--- src/rtl/uartPkg.sv ---
/*
  Serial-side types and constants of the UART.
  Imported by the baud generator, the transmitter, the receiver and the register block.
*/
`default_nettype none

package uartPkg;

  // Width of the baud divider reload value
  localparam int DivisorWidth = 16;

  // Oversample ticks in one bit time
  localparam int OversampleRate = 7;

  typedef logic [7:0] uartByteT;
  typedef logic [DivisorWidth-1:0] divisorT;

  // One received frame as handed to the register block
  typedef struct packed {
    uartByteT data;
    logic     framingError;
  } rxFrameT;

endpackage

`default_nettype wire

--- src/rtl/axiLitePkg.sv ---
/*
  AXI4-Lite bus types, response codes and the UART register map.
  The master side drives axiLiteReqT and the slave answers with axiLiteRespT.
*/
`default_nettype none

package axiLitePkg;

  typedef logic [3:0] axiAddrT;
  typedef logic [31:0] axiDataT;
  typedef logic [1:0] axiRespT;

  localparam axiRespT RespOkay = 2'd0;
  localparam axiRespT RespSlvErr = 2'd2;

  // Register offsets, all word aligned
  localparam axiAddrT AddrData = 4'h0;
  localparam axiAddrT AddrStatus = 4'h4;
  localparam axiAddrT AddrDivisor = 4'h8;

  // Bit positions inside the STATUS word
  localparam int StatusTxReady = 0;
  localparam int StatusRxValid = 1;
  localparam int StatusOverrun = 2;
  localparam int StatusFramingErr = 3;

  // Everything the master drives
  typedef struct packed {
    axiAddrT awAddr;
    logic    awValid;
    axiDataT wData;
    logic    wValid;
    logic    bReady;
    axiAddrT arAddr;
    logic    arValid;
    logic    rReady;
  } axiLiteReqT;

  // Everything the slave drives
  typedef struct packed {
    logic    awReady;
    logic    wReady;
    axiRespT bResp;
    logic    bValid;
    logic    arReady;
    axiDataT rData;
    axiRespT rResp;
    logic    rValid;
  } axiLiteRespT;

endpackage

`default_nettype wire

--- src/rtl/baudGen.sv ---
/*
  Programmable baud divider.
  sampleTick pulses once every divisor + 1 cycles and bitTick on every seventh sampleTick.
*/
`timescale 1ns/10ps
`default_nettype none

module baudGen (
  input  logic             clk,
  input  logic             rstN,
  input  uartPkg::divisorT divisor,
  output logic             sampleTick,
  output logic             bitTick
);
  import uartPkg::*;

  localparam int SampleCntWidth = $clog2(OversampleRate);

  divisorT divCnt;
  logic [SampleCntWidth-1:0] sampleCnt;

  // The oversample tick fires when the down-counter has run out
  assign sampleTick = (divCnt == '0);

  // Every seventh oversample tick is also a bit tick
  assign bitTick = sampleTick && (sampleCnt == SampleCntWidth'(OversampleRate - 1));

  // A new divisor value is only picked up here at reload time
  always_ff @(posedge clk or negedge rstN) begin
    if (!rstN) begin
      divCnt <= '0;
    end else if (sampleTick) begin
      divCnt <= divisor;
    end else begin
      divCnt <= divCnt - 1'b1;
    end
  end

  // Modulo-7 count of oversample ticks
  always_ff @(posedge clk or negedge rstN) begin
    if (!rstN) begin
      sampleCnt <= '0;
    end else if (bitTick) begin
      sampleCnt <= '0;
    end else if (sampleTick) begin
      sampleCnt <= sampleCnt + 1'b1;
    end
  end

endmodule

`default_nettype wire

--- src/rtl/uartTx.sv ---
/*
  8N1 serial transmitter driven by a one-cycle start pulse.
  The frame goes out on the bit ticks that follow the pulse.
*/
`timescale 1ns/10ps
`default_nettype none

module uartTx (
  input  logic              clk,
  input  logic              rstN,
  input  logic              bitTick,
  input  uartPkg::uartByteT txData,
  input  logic              txStart,
  output logic              txReady,
  output logic              tx
);

  // Start bit, data and stop bit, all stored inverted
  logic [9:0] txShift;
  // Bits still to be shifted after the start bit
  logic [3:0] bitsLeft;
  // Frame is loaded and waits for the next bit tick
  logic pending;

  always_ff @(posedge clk or negedge rstN) begin
    if (!rstN) begin
      txShift <= '0;
      bitsLeft <= '0;
      pending <= 1'b0;
    end else if (txStart) begin
      // Stop bit inverted to 0, data inverted, start bit inverted to 1
      txShift <= {1'b0, ~txData, 1'b1};
      pending <= 1'b1;
    end else if (pending && bitTick) begin
      // Start bit now appears on the line
      pending <= 1'b0;
      bitsLeft <= 4'd9;
    end else if ((bitsLeft != '0) && bitTick) begin
      txShift <= txShift >> 1;
      bitsLeft <= bitsLeft - 1'b1;
    end
  end

  // An all-zero register reads as idle high once every bit has left
  // While a frame is pending the line is still held idle
  assign tx = ~txShift[0] | pending;

  // Ready already during the stop bit so frames can go back to back
  assign txReady = (bitsLeft == '0) && !pending;

endmodule

`default_nettype wire

--- src/rtl/uartRx.sv ---
/*
  8N1 serial receiver with a two-flop input synchronizer.
  It oversamples on sampleTick, samples each bit at its centre and checks the stop bit.
*/
`timescale 1ns/10ps
`default_nettype none

module uartRx (
  input  logic             clk,
  input  logic             rstN,
  input  logic             sampleTick,
  input  logic             rx,
  output uartPkg::rxFrameT rxFrame,
  output logic             rxDone
);
  import uartPkg::*;

  localparam int TickWidth = $clog2(OversampleRate);

  logic [1:0] rxSyncQ;
  logic rxSync;
  logic busy;
  logic [TickWidth-1:0] tickCnt;
  // Index of the next bit to sample, 0 is the start bit and 9 the stop bit
  logic [3:0] bitIdx;
  uartByteT dataShift;

  assign rxSync = rxSyncQ[1];

  always_ff @(posedge clk or negedge rstN) begin
    if (!rstN) begin
      rxSyncQ <= 2'b11;
      busy <= 1'b0;
      tickCnt <= '0;
      bitIdx <= '0;
      rxDone <= 1'b0;
    end else begin
      rxSyncQ <= {rxSyncQ[0], rx};
      rxDone <= 1'b0;
      if (sampleTick) begin
        if (!busy) begin
          if (!rxSync) begin
            // Low line seen, the start bit centre is three ticks away
            busy <= 1'b1;
            bitIdx <= '0;
            tickCnt <= TickWidth'(OversampleRate / 2 - 1);
          end
        end else if (tickCnt != '0) begin
          tickCnt <= tickCnt - 1'b1;
        end else begin
          // At a bit centre, the next one follows seven ticks later
          tickCnt <= TickWidth'(OversampleRate - 1);
          bitIdx <= bitIdx + 1'b1;
          if (bitIdx == 4'd0 && rxSync) begin
            // Line went high again so it was only a glitch
            busy <= 1'b0;
          end else if (bitIdx == 4'd9) begin
            busy <= 1'b0;
            rxDone <= 1'b1;
          end
        end
      end
    end
  end

  // Data and frame registers carry payload only
  always_ff @(posedge clk) begin
    if (sampleTick && busy && tickCnt == '0) begin
      if (bitIdx >= 4'd1 && bitIdx <= 4'd8) begin
        // LSB arrives first so bits enter at the top
        dataShift <= {rxSync, dataShift[7:1]};
      end
      if (bitIdx == 4'd9) begin
        rxFrame.data <= dataShift;
        rxFrame.framingError <= ~rxSync;
      end
    end
  end

endmodule

`default_nettype wire

--- src/rtl/uartRegs.sv ---
/*
  AXI4-Lite slave holding the DATA, STATUS and DIVISOR registers of the UART.
  It starts the transmitter, collects received bytes and keeps the sticky error flags.
*/
`timescale 1ns/10ps
`default_nettype none

module uartRegs #(
  parameter uartPkg::divisorT ResetDivisor = 16'd7
) (
  input  logic                    clk,
  input  logic                    rstN,
  input  axiLitePkg::axiLiteReqT  busReq,
  output axiLitePkg::axiLiteRespT busResp,
  output uartPkg::uartByteT       txData,
  output logic                    txStart,
  input  logic                    txReady,
  input  uartPkg::rxFrameT        rxFrame,
  input  logic                    rxDone,
  output uartPkg::divisorT        divisor
);
  import uartPkg::*;
  import axiLitePkg::*;

  typedef enum logic [1:0] {
    stIdle,
    stWriteResp,
    stReadData
  } busStateT;

  busStateT state;
  logic writeAccept;
  logic readAccept;
  logic writeMapped;
  uartByteT rxData;
  logic rxValid;
  logic overrun;
  logic framingErr;
  axiRespT bResp;
  axiRespT rResp;
  axiRespT readResp;
  axiDataT rData;
  axiDataT readWord;
  axiDataT statusWord;

  // Requests are only taken in idle, and a write beats a read in the same cycle
  assign writeAccept = (state == stIdle) && busReq.awValid && busReq.wValid;
  assign readAccept = (state == stIdle) && busReq.arValid && !writeAccept;
  assign writeMapped = busReq.awAddr inside {AddrData, AddrStatus, AddrDivisor};

  // A DATA write while the transmitter is busy is silently dropped
  assign txStart = writeAccept && (busReq.awAddr == AddrData) && txReady;
  assign txData = busReq.wData[$bits(uartByteT)-1:0];

  always_comb begin
    busResp.awReady = writeAccept;
    busResp.wReady = writeAccept;
    busResp.bResp = bResp;
    busResp.bValid = (state == stWriteResp);
    busResp.arReady = readAccept;
    busResp.rData = rData;
    busResp.rResp = rResp;
    busResp.rValid = (state == stReadData);
  end

  always_comb begin
    statusWord = '0;
    statusWord[StatusTxReady] = txReady;
    statusWord[StatusRxValid] = rxValid;
    statusWord[StatusOverrun] = overrun;
    statusWord[StatusFramingErr] = framingErr;
  end

  // Read decode, unmapped offsets return zero with an error response
  always_comb begin
    readWord = '0;
    readResp = RespOkay;
    case (busReq.arAddr)
      AddrData:    readWord = axiDataT'(rxData);
      AddrStatus:  readWord = statusWord;
      AddrDivisor: readWord = axiDataT'(divisor);
      default:     readResp = RespSlvErr;
    endcase
  end

  always_ff @(posedge clk or negedge rstN) begin
    if (!rstN) begin
      state <= stIdle;
      rxValid <= 1'b0;
      overrun <= 1'b0;
      framingErr <= 1'b0;
      divisor <= ResetDivisor;
    end else begin
      case (state)
        stIdle: begin
          if (writeAccept) begin
            state <= stWriteResp;
          end else if (readAccept) begin
            state <= stReadData;
          end
        end
        stWriteResp: begin
          if (busReq.bReady) begin
            state <= stIdle;
          end
        end
        stReadData: begin
          if (busReq.rReady) begin
            state <= stIdle;
          end
        end
        default: state <= stIdle;
      endcase

      if (writeAccept && busReq.awAddr == AddrDivisor) begin
        divisor <= busReq.wData[DivisorWidth-1:0];
      end
      // Error flags clear on a written 1
      if (writeAccept && busReq.awAddr == AddrStatus) begin
        if (busReq.wData[StatusOverrun]) begin
          overrun <= 1'b0;
        end
        if (busReq.wData[StatusFramingErr]) begin
          framingErr <= 1'b0;
        end
      end
      if (readAccept && busReq.arAddr == AddrData) begin
        rxValid <= 1'b0;
      end
      // A new byte takes priority over any clear in the same cycle
      if (rxDone) begin
        rxValid <= 1'b1;
        if (rxValid) begin
          overrun <= 1'b1;
        end
        if (rxFrame.framingError) begin
          framingErr <= 1'b1;
        end
      end
    end
  end

  // Received byte and response payloads
  always_ff @(posedge clk) begin
    if (rxDone) begin
      rxData <= rxFrame.data;
    end
    if (writeAccept) begin
      bResp <= writeMapped ? RespOkay : RespSlvErr;
    end
    if (readAccept) begin
      rData <= readWord;
      rResp <= readResp;
    end
  end

endmodule

`default_nettype wire

--- src/rtl/uartTop.sv ---
/*
  UART peripheral with an AXI4-Lite slave port and an 8N1 serial line.
  ResetDivisor sets the baud divider after reset.
*/
`timescale 1ns/10ps
`default_nettype none

module uartTop #(
  parameter uartPkg::divisorT ResetDivisor = 16'd7
) (
  input  logic                    clk,
  input  logic                    rstN,
  input  axiLitePkg::axiLiteReqT  busReq,
  output axiLitePkg::axiLiteRespT busResp,
  input  logic                    rx,
  output logic                    tx
);
  import uartPkg::*;

  uartByteT txData;
  logic txStart;
  logic txReady;
  rxFrameT rxFrame;
  logic rxDone;
  divisorT divisor;
  logic sampleTick;
  logic bitTick;

  // Register block steers the serial logic
  uartRegs #(
    .ResetDivisor(ResetDivisor)
  ) regs_i (
    .clk(clk),
    .rstN(rstN),
    .busReq(busReq),
    .busResp(busResp),
    .txData(txData),
    .txStart(txStart),
    .txReady(txReady),
    .rxFrame(rxFrame),
    .rxDone(rxDone),
    .divisor(divisor)
  );

  baudGen baud_i (
    .clk(clk),
    .rstN(rstN),
    .divisor(divisor),
    .sampleTick(sampleTick),
    .bitTick(bitTick)
  );

  uartTx tx_i (
    .clk(clk),
    .rstN(rstN),
    .bitTick(bitTick),
    .txData(txData),
    .txStart(txStart),
    .txReady(txReady),
    .tx(tx)
  );

  // The receiver runs off the oversample tick only
  uartRx rx_i (
    .clk(clk),
    .rstN(rstN),
    .sampleTick(sampleTick),
    .rx(rx),
    .rxFrame(rxFrame),
    .rxDone(rxDone)
  );

endmodule

`default_nettype wire

--- config.mk ---
export PLATFORM = sky130hd
export DESIGN_NAME = uartTop
export DESIGN_NICKNAME = d
export VERILOG_FILES = /design/src/rtl/uartPkg.sv /design/src/rtl/axiLitePkg.sv /design/src/rtl/baudGen.sv /design/src/rtl/uartTx.sv /design/src/rtl/uartRx.sv /design/src/rtl/uartRegs.sv /design/src/rtl/uartTop.sv
export SDC_FILE = /design/constraint.sdc
export NUM_CORES = 1
export LEC_CHECK = 0
export BUFFER_PORTS_ARGS = -buffer_cell sky130_fd_sc_hd__buf_4
export CAP_MARGIN = 20
export CORE_MARGIN = 10
export CORE_UTILIZATION = 55
export DETAILED_ROUTE_END_ITERATION = 6
export PLACE_DENSITY = 0.79
export SLEW_MARGIN = 5
export SYNTH_ARGS = -nofsm -noshare
export SYNTH_HDL_FRONTEND = slang
export SYNTH_SLANG_ARGS = --single-unit
--- constraint.sdc ---
create_clock -name clk -period 4 [get_ports clk]
set_clock_uncertainty 0.05 [all_clocks]
set_input_delay 0.4 -clock clk [delete_from_list [all_inputs] [get_ports clk]]
set_output_delay 0.4 -clock clk [all_outputs]
set_load 0.005 [all_outputs]
== Word level (Yosys, flattened, before mapping) ==
Index checks and enable logic that the tools add are counted.

* $add $sub $neg: 5
* Magnitude comparators: 2
* Equal/unequal tests: 14
* Multiplexer cells: 44
* Bitwise logic cells: 5
* Reduce and logical (&&, ||, !) cells: 42

{| class="wikitable"
|+ Operators by type and width
! operator !! number
|-
| $pmux W16 S3 || 1
|-
| $mux W10 || 3
|-
| $mux W1 || 22
|-
| $mux W4 || 5
|-
| $logic_and A1 B1 Y1 || 17
|-
| $logic_not A16 Y1 || 1
|-
| $logic_not A4 Y1 || 4
|-
| $mux W16 || 1
|-
| $sub A16 B1 Y16 const B || 1
|-
| $mux W3 || 5
|-
| $eq A4 B4 Y1 const B || 3
|-
| $mux W2 || 6
|-
| $ne A2 B2 Y1 const B || 5
|-
| $reduce_and A2 Y1 || 5
|-
| $reduce_bool A2 Y1 || 5
|-
| $eq A4 B3 Y1 const B || 2
|-
| $not A8 Y8 || 1
|-
| $pmux W2 S3 || 1
|-
| $reduce_and A3 Y1 || 2
|-
| $reduce_bool A3 Y1 || 2
|-
| $add A4 B1 Y4 const B || 1
|-
| $ge A4 B1 Y1 const B || 1
|-
| $le A4 B4 Y1 const B || 1
|-
| $reduce_bool A4 Y1 || 1
|-
| 13 further kinds || 16
|}

* Register bits: 127
* Input port bits: 48
* Output and inout port bits: 42
* Logic and storage cells: 134

== Longest topological paths before layout ==
Gate-level depths: netlist (run 1).

* Depth after elaboration: 8
* Depth in mapped cells: 9
* Mapped depth without buffers: 7

== By module ==
A second synthesis (run 1) with hierarchy kept.

* Cells, all modules: 409
* Area, all modules: 5063.6 sq um

{| class="wikitable"
|+ By module, submodules not included
! module !! instances !! cells an instance !! area an instance (sq um) !! sequential area each (sq um)
|-
| uartRegs || 1 || 156 || 2179.6 || 1310.0
|-
| uartRx || 1 || 75 || 1089.8 || 788.3
|-
| baudGen || 1 || 110 || 1062.3 || 475.5
|-
| uartTx || 1 || 68 || 732.0 || 350.3
|}

== Worst setup path after synthesis (run 1) ==
Ideal clock, no wire load.

* Path kind: register to register
* Start: reg baud_i.divCnt[3]
* End: reg rx_i.dataShift[0] (enable)
* Library setup time: 0.419 ns
* Arrival: 2.652 ns
* Required time: 3.531 ns
* Path slack: 0.879 ns
* Stages on the path, launching flop included: 6
* Buffers on the path: 1
* Clock period less this slack: 3.121 ns
* Cell sequence: dfrtp_1 -> nor4_2 -> and4_1 -> buf_4 -> nand2_1 -> a2111oi_0

* Longest elaborated chain between the ends: 4

{| class="wikitable"
|+ RTL lines
! item !! line !! text
|-
| start: declaration || baudGen.sv:19 || <nowiki>divisorT divCnt;</nowiki>
|-
| start signal: assignment || baudGen.sv:33 || <nowiki>divCnt <= divisor;</nowiki>
|-
| start signal: assignment || baudGen.sv:35 || <nowiki>divCnt <= divCnt - 1'b1;</nowiki>
|-
| $logic_not A16 Y1 || baudGen.sv:23 || <nowiki>assign sampleTick = (divCnt == '0);</nowiki>
|-
| $logic_and A1 B1 Y1 (2 in series) || uartRx.sv:68 || <nowiki>if (sampleTick && busy && tickCnt == '0) begin</nowiki>
|-
| $reduce_and A2 Y1 (no line) || n/a ||
|-
| end signal: assignment || uartRx.sv:71 || <nowiki>dataShift <= {rxSync, dataShift[7:1]};</nowiki>
|-
| end: declaration || uartRx.sv:26 || <nowiki>uartByteT dataShift;</nowiki>
|}

No other way between the ends.
A chain may end at the register's enable or synchronous reset.

== Final worst setup path (run 1) ==
* Start: reg baud_i.divCnt[3]
* End: reg rx_i.dataShift[1] (enable)

Same word-level chain as after synthesis.

==> results.toml, run 1 <==
[cts]
cts_tree = "yes"
clk_latency_ns = 0.37
cts-root-buf = "clkbuf_8"
clk_pin_slew_ns = 0.10
cts_buffers = 9
postCtsSetupBuffers = 0
cts.sinks = 108
htreeDepth = 3
cts_resized = 0
clk_path_buf_depth = 2
cts-hold-fix-buffers = 0

[placement]
numPortBuffers = 55
hpwl_um = 7332
gp_congestion = 0.8338

[die]
die_area_um2 = 13010
coreArea_um2 = 8678
io_pins = 90
die_w_um = 114.0
die_h_um = 114.0
num_rows = 34
start_util_pct = 56.06

[layout]
layout.nets = 518
antenna_cells = 0
fillCellCount = 706
drive_gt1_share_pct = 24.35
multiInputGateArea_um2 = 1734
seq_area_um2 = 2924
area_delta_synth_final_pct = 13.12

[power]
p_per_area_nw_per_um2 = 475.1
p_leak_nw = 2.418
p_sw_uw = 772.0
combinationalPowerShare_pct = 18.6
p_total_mw = 2.614
power.share.clock_pct = 25.3
intPower_mw = 1.842
sw_frac_of_total_pct = 29.53
vdd_ir_drop_max_v = 0.0002564
seqPwrFrac_pct = 56.1

[global_routing]
first_global_vias = 3308
grt_max_degree = 66
grt_usage_pct = 15.57
grt_first_pass_wirelength_um = 16390
antenna_found_initial = 0
gr-total-overflow = 0

[yosys]
yosysUniqueCellTypes = 55
synthSimpleGateAreaFrac_pct = 14.99
syn_area_um2 = 4865
synth_top_family_by_area = "simple AND/OR/NAND/NOR gates"
synthFlopType = "dfrtp_1"
yosysSeqAreaShare_pct = 60.11
synth_edf_count = 43
synth_mux_area_share_pct = 6.301
synth_xor_area_share_pct = 1.080
synth_compound_area_share_pct = 9.028
async_reset_ff_share_pct = 60.19
ys_seq_elements = 108
postSynthAreaPerCell_um2 = 12.04
yosysWarnings = 0
synthAdderAreaFrac_pct = 2.829
syn_inst = 404

[timing]
rsz0062_at_grt = "no"
finalSetupTns_ns = 0
slew_viol_final = 0
finalSetupViolCount = 0
worst_slew_pin_slew_ns = 0.9669
finalCritPeriodShare_pct = 65.00
fmax_ghz = 0.3846
hold_violations = 0
fin_crit_ns = 2.600
relSlewSlack_pct = 35.04

[route]
wl_um = 9900
drt_iter0_drc = 179
drc_errors = 0
first_pass_iters = 4
postRouteAntennaNets = 0
viasPerCell = 5.580
routedWlPerCell_um = 17.31
num_vias = 3192

[worst_setup_path]
crit_fanout = 10
worstPathCellList = "nor4_2 -> and4_1 -> nand2_1 -> a2111oi_1 -> buf_4"
required_ns = 4.03
crit_arrival_ns = 2.63
cp-start-kind = "flip-flop"
criticalPathCategory = "reg -> reg"
cp_slowest_cell = "and4_1"
cpPeakStageDelay_ns = 0.57
worst_setup_path_end_kind = "flip-flop"
regToRegSetupSlack_ns = 1.40
r2r.worst_path.cells = 5

[status]
status = "complete, no violations"

[hold_path]
hold_class = "in -> async"

[job]
cap_violations = 0
[registers in the layout, summed over array words and instances (netlist names), 3 cells and up]
name / flops
rx_i.rxFrame: 9
baud_i.divCnt: 16
regs_i.divisor: 16
tx_i.bitsLeft: 4
tx_i.txShift: 9
regs_i.rData: 16
rx_i.bitIdx: 4
baud_i.sampleCnt: 3
rx_i.dataShift: 8
regs_i.rxData: 8
rx_i.tickCnt: 3
[path summary, 6_finish.rpt]
check | start | endpoint
hold / removal | rstN | regs_i.state[1]
setup / recovery | baud_i.divCnt[3] | rx_i.dataShift[1]
max in group asynchronous | rstN | tx_i.bitsLeft[1]
min in group clk | rx | rx_i.rxSyncQ[0]
hold reg to reg | rx_i.rxSyncQ[0] | rx_i.rxSyncQ[1]
setup reg to reg | baud_i.divCnt[3] | rx_i.dataShift[1]
[layout by cell type (no fill, tap or decap), types with 3 or more instances in the layout]
cell type and instances:
dfrtp_1 60, edfxtp_1 43, o31ai_1 5, and3_1 9, inv_1 18, a21oi_1 15
clkbuf_8 9, a22o_1 3, or3_1 5, o221a_2 7, mux2i_1 10, nor2b_1 3
nor4_1 5, conb_1 18, mux2_2 17, nand3_1 7, nor2_1 34, nor3_1 11
nand2b_1 8, buf_4 59, nand2_1 34, xnor2_1 4, dfstp_2 5, o21ai_0 19
ha_1 11
[per-stage QoR]
step / setup WS, ns / hold slack, ns / cells / cell area, µm² / utilization, %
2_1_floorplan: 0.8789 / 0.05441 / 421 / 4928 / -
3_3_place_gp: 1.503 / 0.2959 / 556 / 5304 / 61.12
3_5_place_dp: 1.368 / 0.3031 / 556 / 5304 / 61.12
4_1_cts: 1.369 / 0.05813 / 572 / 5503 / 63.41
5_1_grt: 1.208 / 0.06307 / 572 / 5503 / 63.41
6_report: 1.400 / 0.06802 / 572 / 5503 / 63.41
[final cells by class]
| class | instances | share of cell area (%) |
|---|---|---|
| timing repair buffer | 59 | 8.049 |
| multi-input combinational | 263 | 31.51 |
| sequential | 108 | 53.14 |
| clock inverter | 6 | 1.296 |
| inverter | 18 | 1.228 |
| clock buffer | 10 | 2.319 |
| tap | 108 | 2.456 |
[power groups by stage]
stage | registers, mW | logic [mW] | clock network [mW]
2_1_floorplan | 1.45 | 0.353 | 0
3_3_place_gp | 1.47 | 0.462 | 0
3_5_place_dp | 1.49 | 0.490 | 0
4_1_cts | 1.46 | 0.493 | 0.685
5_1_grt | 1.49 | 0.557 | 0.716
6_report | 1.47 | 0.486 | 0.662
[worst max-delay path: cells and delay by family, from the launching register on]
family	cells	cell delay (ns)
simple gates	3	1.28
buf+inv	1	0.23
flops	1	0.47
compound gates	1	0.30
[kinds of logic (layout without fill, tap and decap cells)]
family	count (synthesis)	count (layout)
other	1	18
muxes	28	28
adders and majority gates	11	11
buffers and inverters	50	93
DFF	108	108
and+or+nand+nor	136	136
xor gates and xnor gates	6	6
AOI/OAI and AO/OA	64	64
[cells in the mapped netlist, types with 5 or more instances]
| cell type | number | area [µm²] |
|---|---|---|
| nand3_1 | 7 | 35.03 |
| nand2_1 | 34 | 127.6 |
| dfstp_2 | 5 | 131.4 |
| buf_4 | 22 | 165.2 |
| clkbuf_1 | 8 | 30.03 |
| mux2i_1 | 10 | 100.1 |
| nand2b_1 | 8 | 50.05 |
| o21ai_0 | 19 | 95.09 |
| nor4_1 | 5 | 31.28 |
| or3_1 | 5 | 31.28 |
| o221a_2 | 7 | 78.83 |
| nor2_1 | 34 | 127.6 |
| and3_1 | 9 | 56.30 |
| ha_1 | 11 | 137.6 |
| edfxtp_1 | 43 | 1291 |
| a21oi_1 | 15 | 75.07 |
| mux2_2 | 17 | 191.4 |
| inv_1 | 18 | 67.56 |
| o31ai_1 | 5 | 37.54 |
| nor3_1 | 11 | 55.05 |
| dfrtp_1 | 60 | 1501 |
[routing by layer]
layer / GRT usage (%) / wire length (µm) / share of wire [%]
met1: 18.78 / 4259 / 43
met2: 25.36 / 4805 / 49
met3: 5.722 / 693 / 7.0
met4: 4.929 / 141 / 1.4
met5: 0 / 0 / 0
(Power assumes the default switching activity.)
==> run 2: changes to the inputs <==
Settings changed: ABC_AREA set to 1, CORE_UTILIZATION 55 to 50, PLACE_DENSITY 0.79 to 0.75.
Clock period 4 ns to 2.1 ns, I/O delays scaled along.
==> run 2 against run 1 <==
Compared with the run above:
- clock power up 93%
- area after synthesis grew 4.7%
- flip-flop and latch count is the same
- worst setup slack got worse by 1.2 ns
- register-to-register slack worse by 1.2 ns
- fmax is 34% higher
- first-iteration DRC count up 31%
==> results.toml, run 2 <==
[yosys]
synth_edf_count = 43
yosysWarnings = 0
postSynthAreaPerCell_um2 = 9.681
async_reset_ff_share_pct = 60.19
syn_inst = 526
synth_common_cells = "nand2_1 (98), inv_1 (79), dfrtp_1 (60)"
syn_area_um2 = 5092
yosysTopAreaCellShare_pct = 29.48
post-synth-top-count-cell = "nand2_1"
synth_top_area_cell = "dfrtp_1"
synthFlopType = "dfrtp_1"
yosysUniqueCellTypes = 39
ys_seq_elements = 108
yosysSeqAreaShare_pct = 57.42
synth.area.top_cells = "dfrtp_1 (29%), edfxtp_1 (25%), nand2_1 (7.2%)"

[worst_setup_path]
regToRegSetupSlack_ns = 0.17
criticalPathCategory = "reg -> reg"
crit_arrival_ns = 1.99
cp-start-kind = "flip-flop"
worstPathCellList = "inv_1 -> ha_2 -> nand2_4 -> inv_1 -> nand3b_1 -> nor2_4 -> nand3_2 -> nor2_2 -> buf_6"
cp_slowest_cell = "dfrtp_1"
required_ns = 2.15
cp_common_cell = "inv_1"
worst_setup_path_end_kind = "flip-flop"
crit_fanout = 9
cpPeakStageDelay_ns = 0.40

[timing]
relSlewSlack_pct = 42.79
slew_viol_final = 0
fin_crit_ns = 1.934
finalSetupTns_ns = 0
finalCritPeriodShare_pct = 92.09
hold_violations = 0
worst_slew_pin_slew_ns = 0.8582
rsz0062_at_grt = "no"
finalSetupViolCount = 0
fmax_ghz = 0.5171

[die]
die_w_um = 120.9
die_area_um2 = 14620
start_util_pct = 51.62
io_pins = 90
num_rows = 36
die_h_um = 120.9
coreArea_um2 = 9864

[placement]
numPortBuffers = 55
dp_cells = 711
gp_congestion = 0.8509
placed_area_um2 = 5605
hpwl_um = 7835

[global_routing]
first_global_vias = 3750
use_met1_pct = 17.58
grt_first_pass_wirelength_um = 17970
antenna_found_initial = 0
gr-total-overflow = 0
grt_max_degree = 66
top_usage_layer = "met2"
grt_util_met2_pct = 26.60
grt_usage_pct = 14.94
met3_usage_pct = 3.304

[cts]
cts.sinks = 108
htreeDepth = 3
clk_path_buf_depth = 2
clk_pin_slew_ns = 0.11
cts_buffers = 9
cts_tree = "yes"
cts-root-buf = "clkbuf_8"
clk_latency_ns = 0.38

[route]
num_vias = 3621
wl_um = 10590
drc_errors = 0
routedWlPerCell_um = 14.46
viasPerCell = 4.947
postRouteAntennaNets = 0
first_pass_iters = 5
drt_iter0_drc = 235

[layout]
final_area_um2 = 5876
fillCellCount = 848
antenna_cells = 0
reg_top3 = "baud_i.divCnt: 16 flops, regs_i.divisor: 16 flops, regs_i.rData: 16 flops"
fin_util_pct = 59.56
final_cells = 732
layout.nets = 653
final_common_cell = "nand2_1"
final_cell_mix = "nand2_1 (98), inv_1 (78), buf_4 (63)"
drive_gt1_share_pct = 19.70
multiInputGateArea_um2 = 1749
seq_area_um2 = 2924
area_delta_synth_final_pct = 15.38

[power]
p_per_area_nw_per_um2 = 723.3
p_leak_nw = 2.821
vdd_ir_drop_max_v = 0.0005170
p_total_mw = 4.250

[job]
cap_violations = 0

[hold_path]
hold_class = "in -> reg"

[status]
status = "complete, no violations"
==> run 2: cell types whose count changed in the layout (fill, tap and decap cells not counted), moves of 11 or more <==
cell | previous run | this run
nand2_1 | 34 | 98
inv_1 | 18 | 78
nand3_1 | 7 | 39
mux2_2 | 17 | 0
nor2_1 | 34 | 46
o21ai_1 | 0 | 11
==> run 2: area by class of cell <==
type,instances,share of cell area (%)
tap,133,2.832
clock inverter,7,1.427
timing repair buffer,68,8.922
inverter,80,5.175
sequential,108,49.77
clock buffer,9,2.108
multi-input combinational,327,29.77
==> run 2: critical path: cells and delay by family (launching register included) <==
kind	cells	cell delay, ns
adders and majority gates	1	0.23
buffers and inverters	3	0.32
DFF	1	0.40
and+or+nand+nor	5	0.65
==> run 2: layer usage <==
metal	vias to the layer above	wire length (µm)
met5	-	0
met4	0	150
met3	11	450
met2	75	5535
met1	1734	4450
li1	1801	-
==> run 2: kinds of logic (layout without fill, tap and decap cells) <==
logic type / Yosys count / after routing / synth area share (%)
other: 1 / 18 / 0.07364
XOR/XNOR: 10 / 10 / 1.720
adder cells (fa/ha/maj): 11 / 11 / 2.703
flip-flops: 108 / 108 / 57.42
AO/OA/AOI/OAI: 67 / 67 / 7.371
buffers and inverters: 108 / 164 / 9.680
AND/OR/NAND/NOR: 221 / 221 / 21.03
==> run 2: report_power, final <==
group	leakage [nW]	total, mW	internal (mW)	switching (mW)
Sequential	1.17	2.47	2.38	0.0873
Combinational	1.55	0.495	0.213	0.282
Clock	0.105	1.28	0.483	0.801
Total	2.82	4.25	3.08	1.17
==> run 2: path summary, 6_finish.rpt <==
kind | startpoint | end | depth (start not counted)
max | baud_i.divCnt[0] | rx_i.rxFrame[6] | 9
min | busReq[8] | regs_i.divisor[0] | 3
max reg2reg | baud_i.divCnt[0] | rx_i.rxFrame[6] | 9
min reg2reg | rx_i.rxSyncQ[0] | rx_i.rxSyncQ[1] | 0
max in group asynchronous | rstN | baud_i.divCnt[13] | 2
min in group asynchronous | rstN | regs_i.divisor[15] | 2
==> run 2: timing repair <==
action / 4_1_cts / 5_1_grt
hold endpoints to repair: 63 / 0
resized for setup: 1 / 3
endpoints found under the setup margin: 1 / 17
buffers inserted: 1 / 0
hold buffers: 4 / 0
pin swaps: 0 / 1
==> run 2: metrics by stage <==
step | hold slack, ns | setup WS [ns]
final | 0.03748 | 0.1662
after global routing | 0.04696 | 0.02530
after CTS | 0.03048 | 0.09938
after detailed placement | 0.2726 | 0.1093
after global placement | 0.2696 | 0.1853
after floorplan | -0.1356 | -0.01533
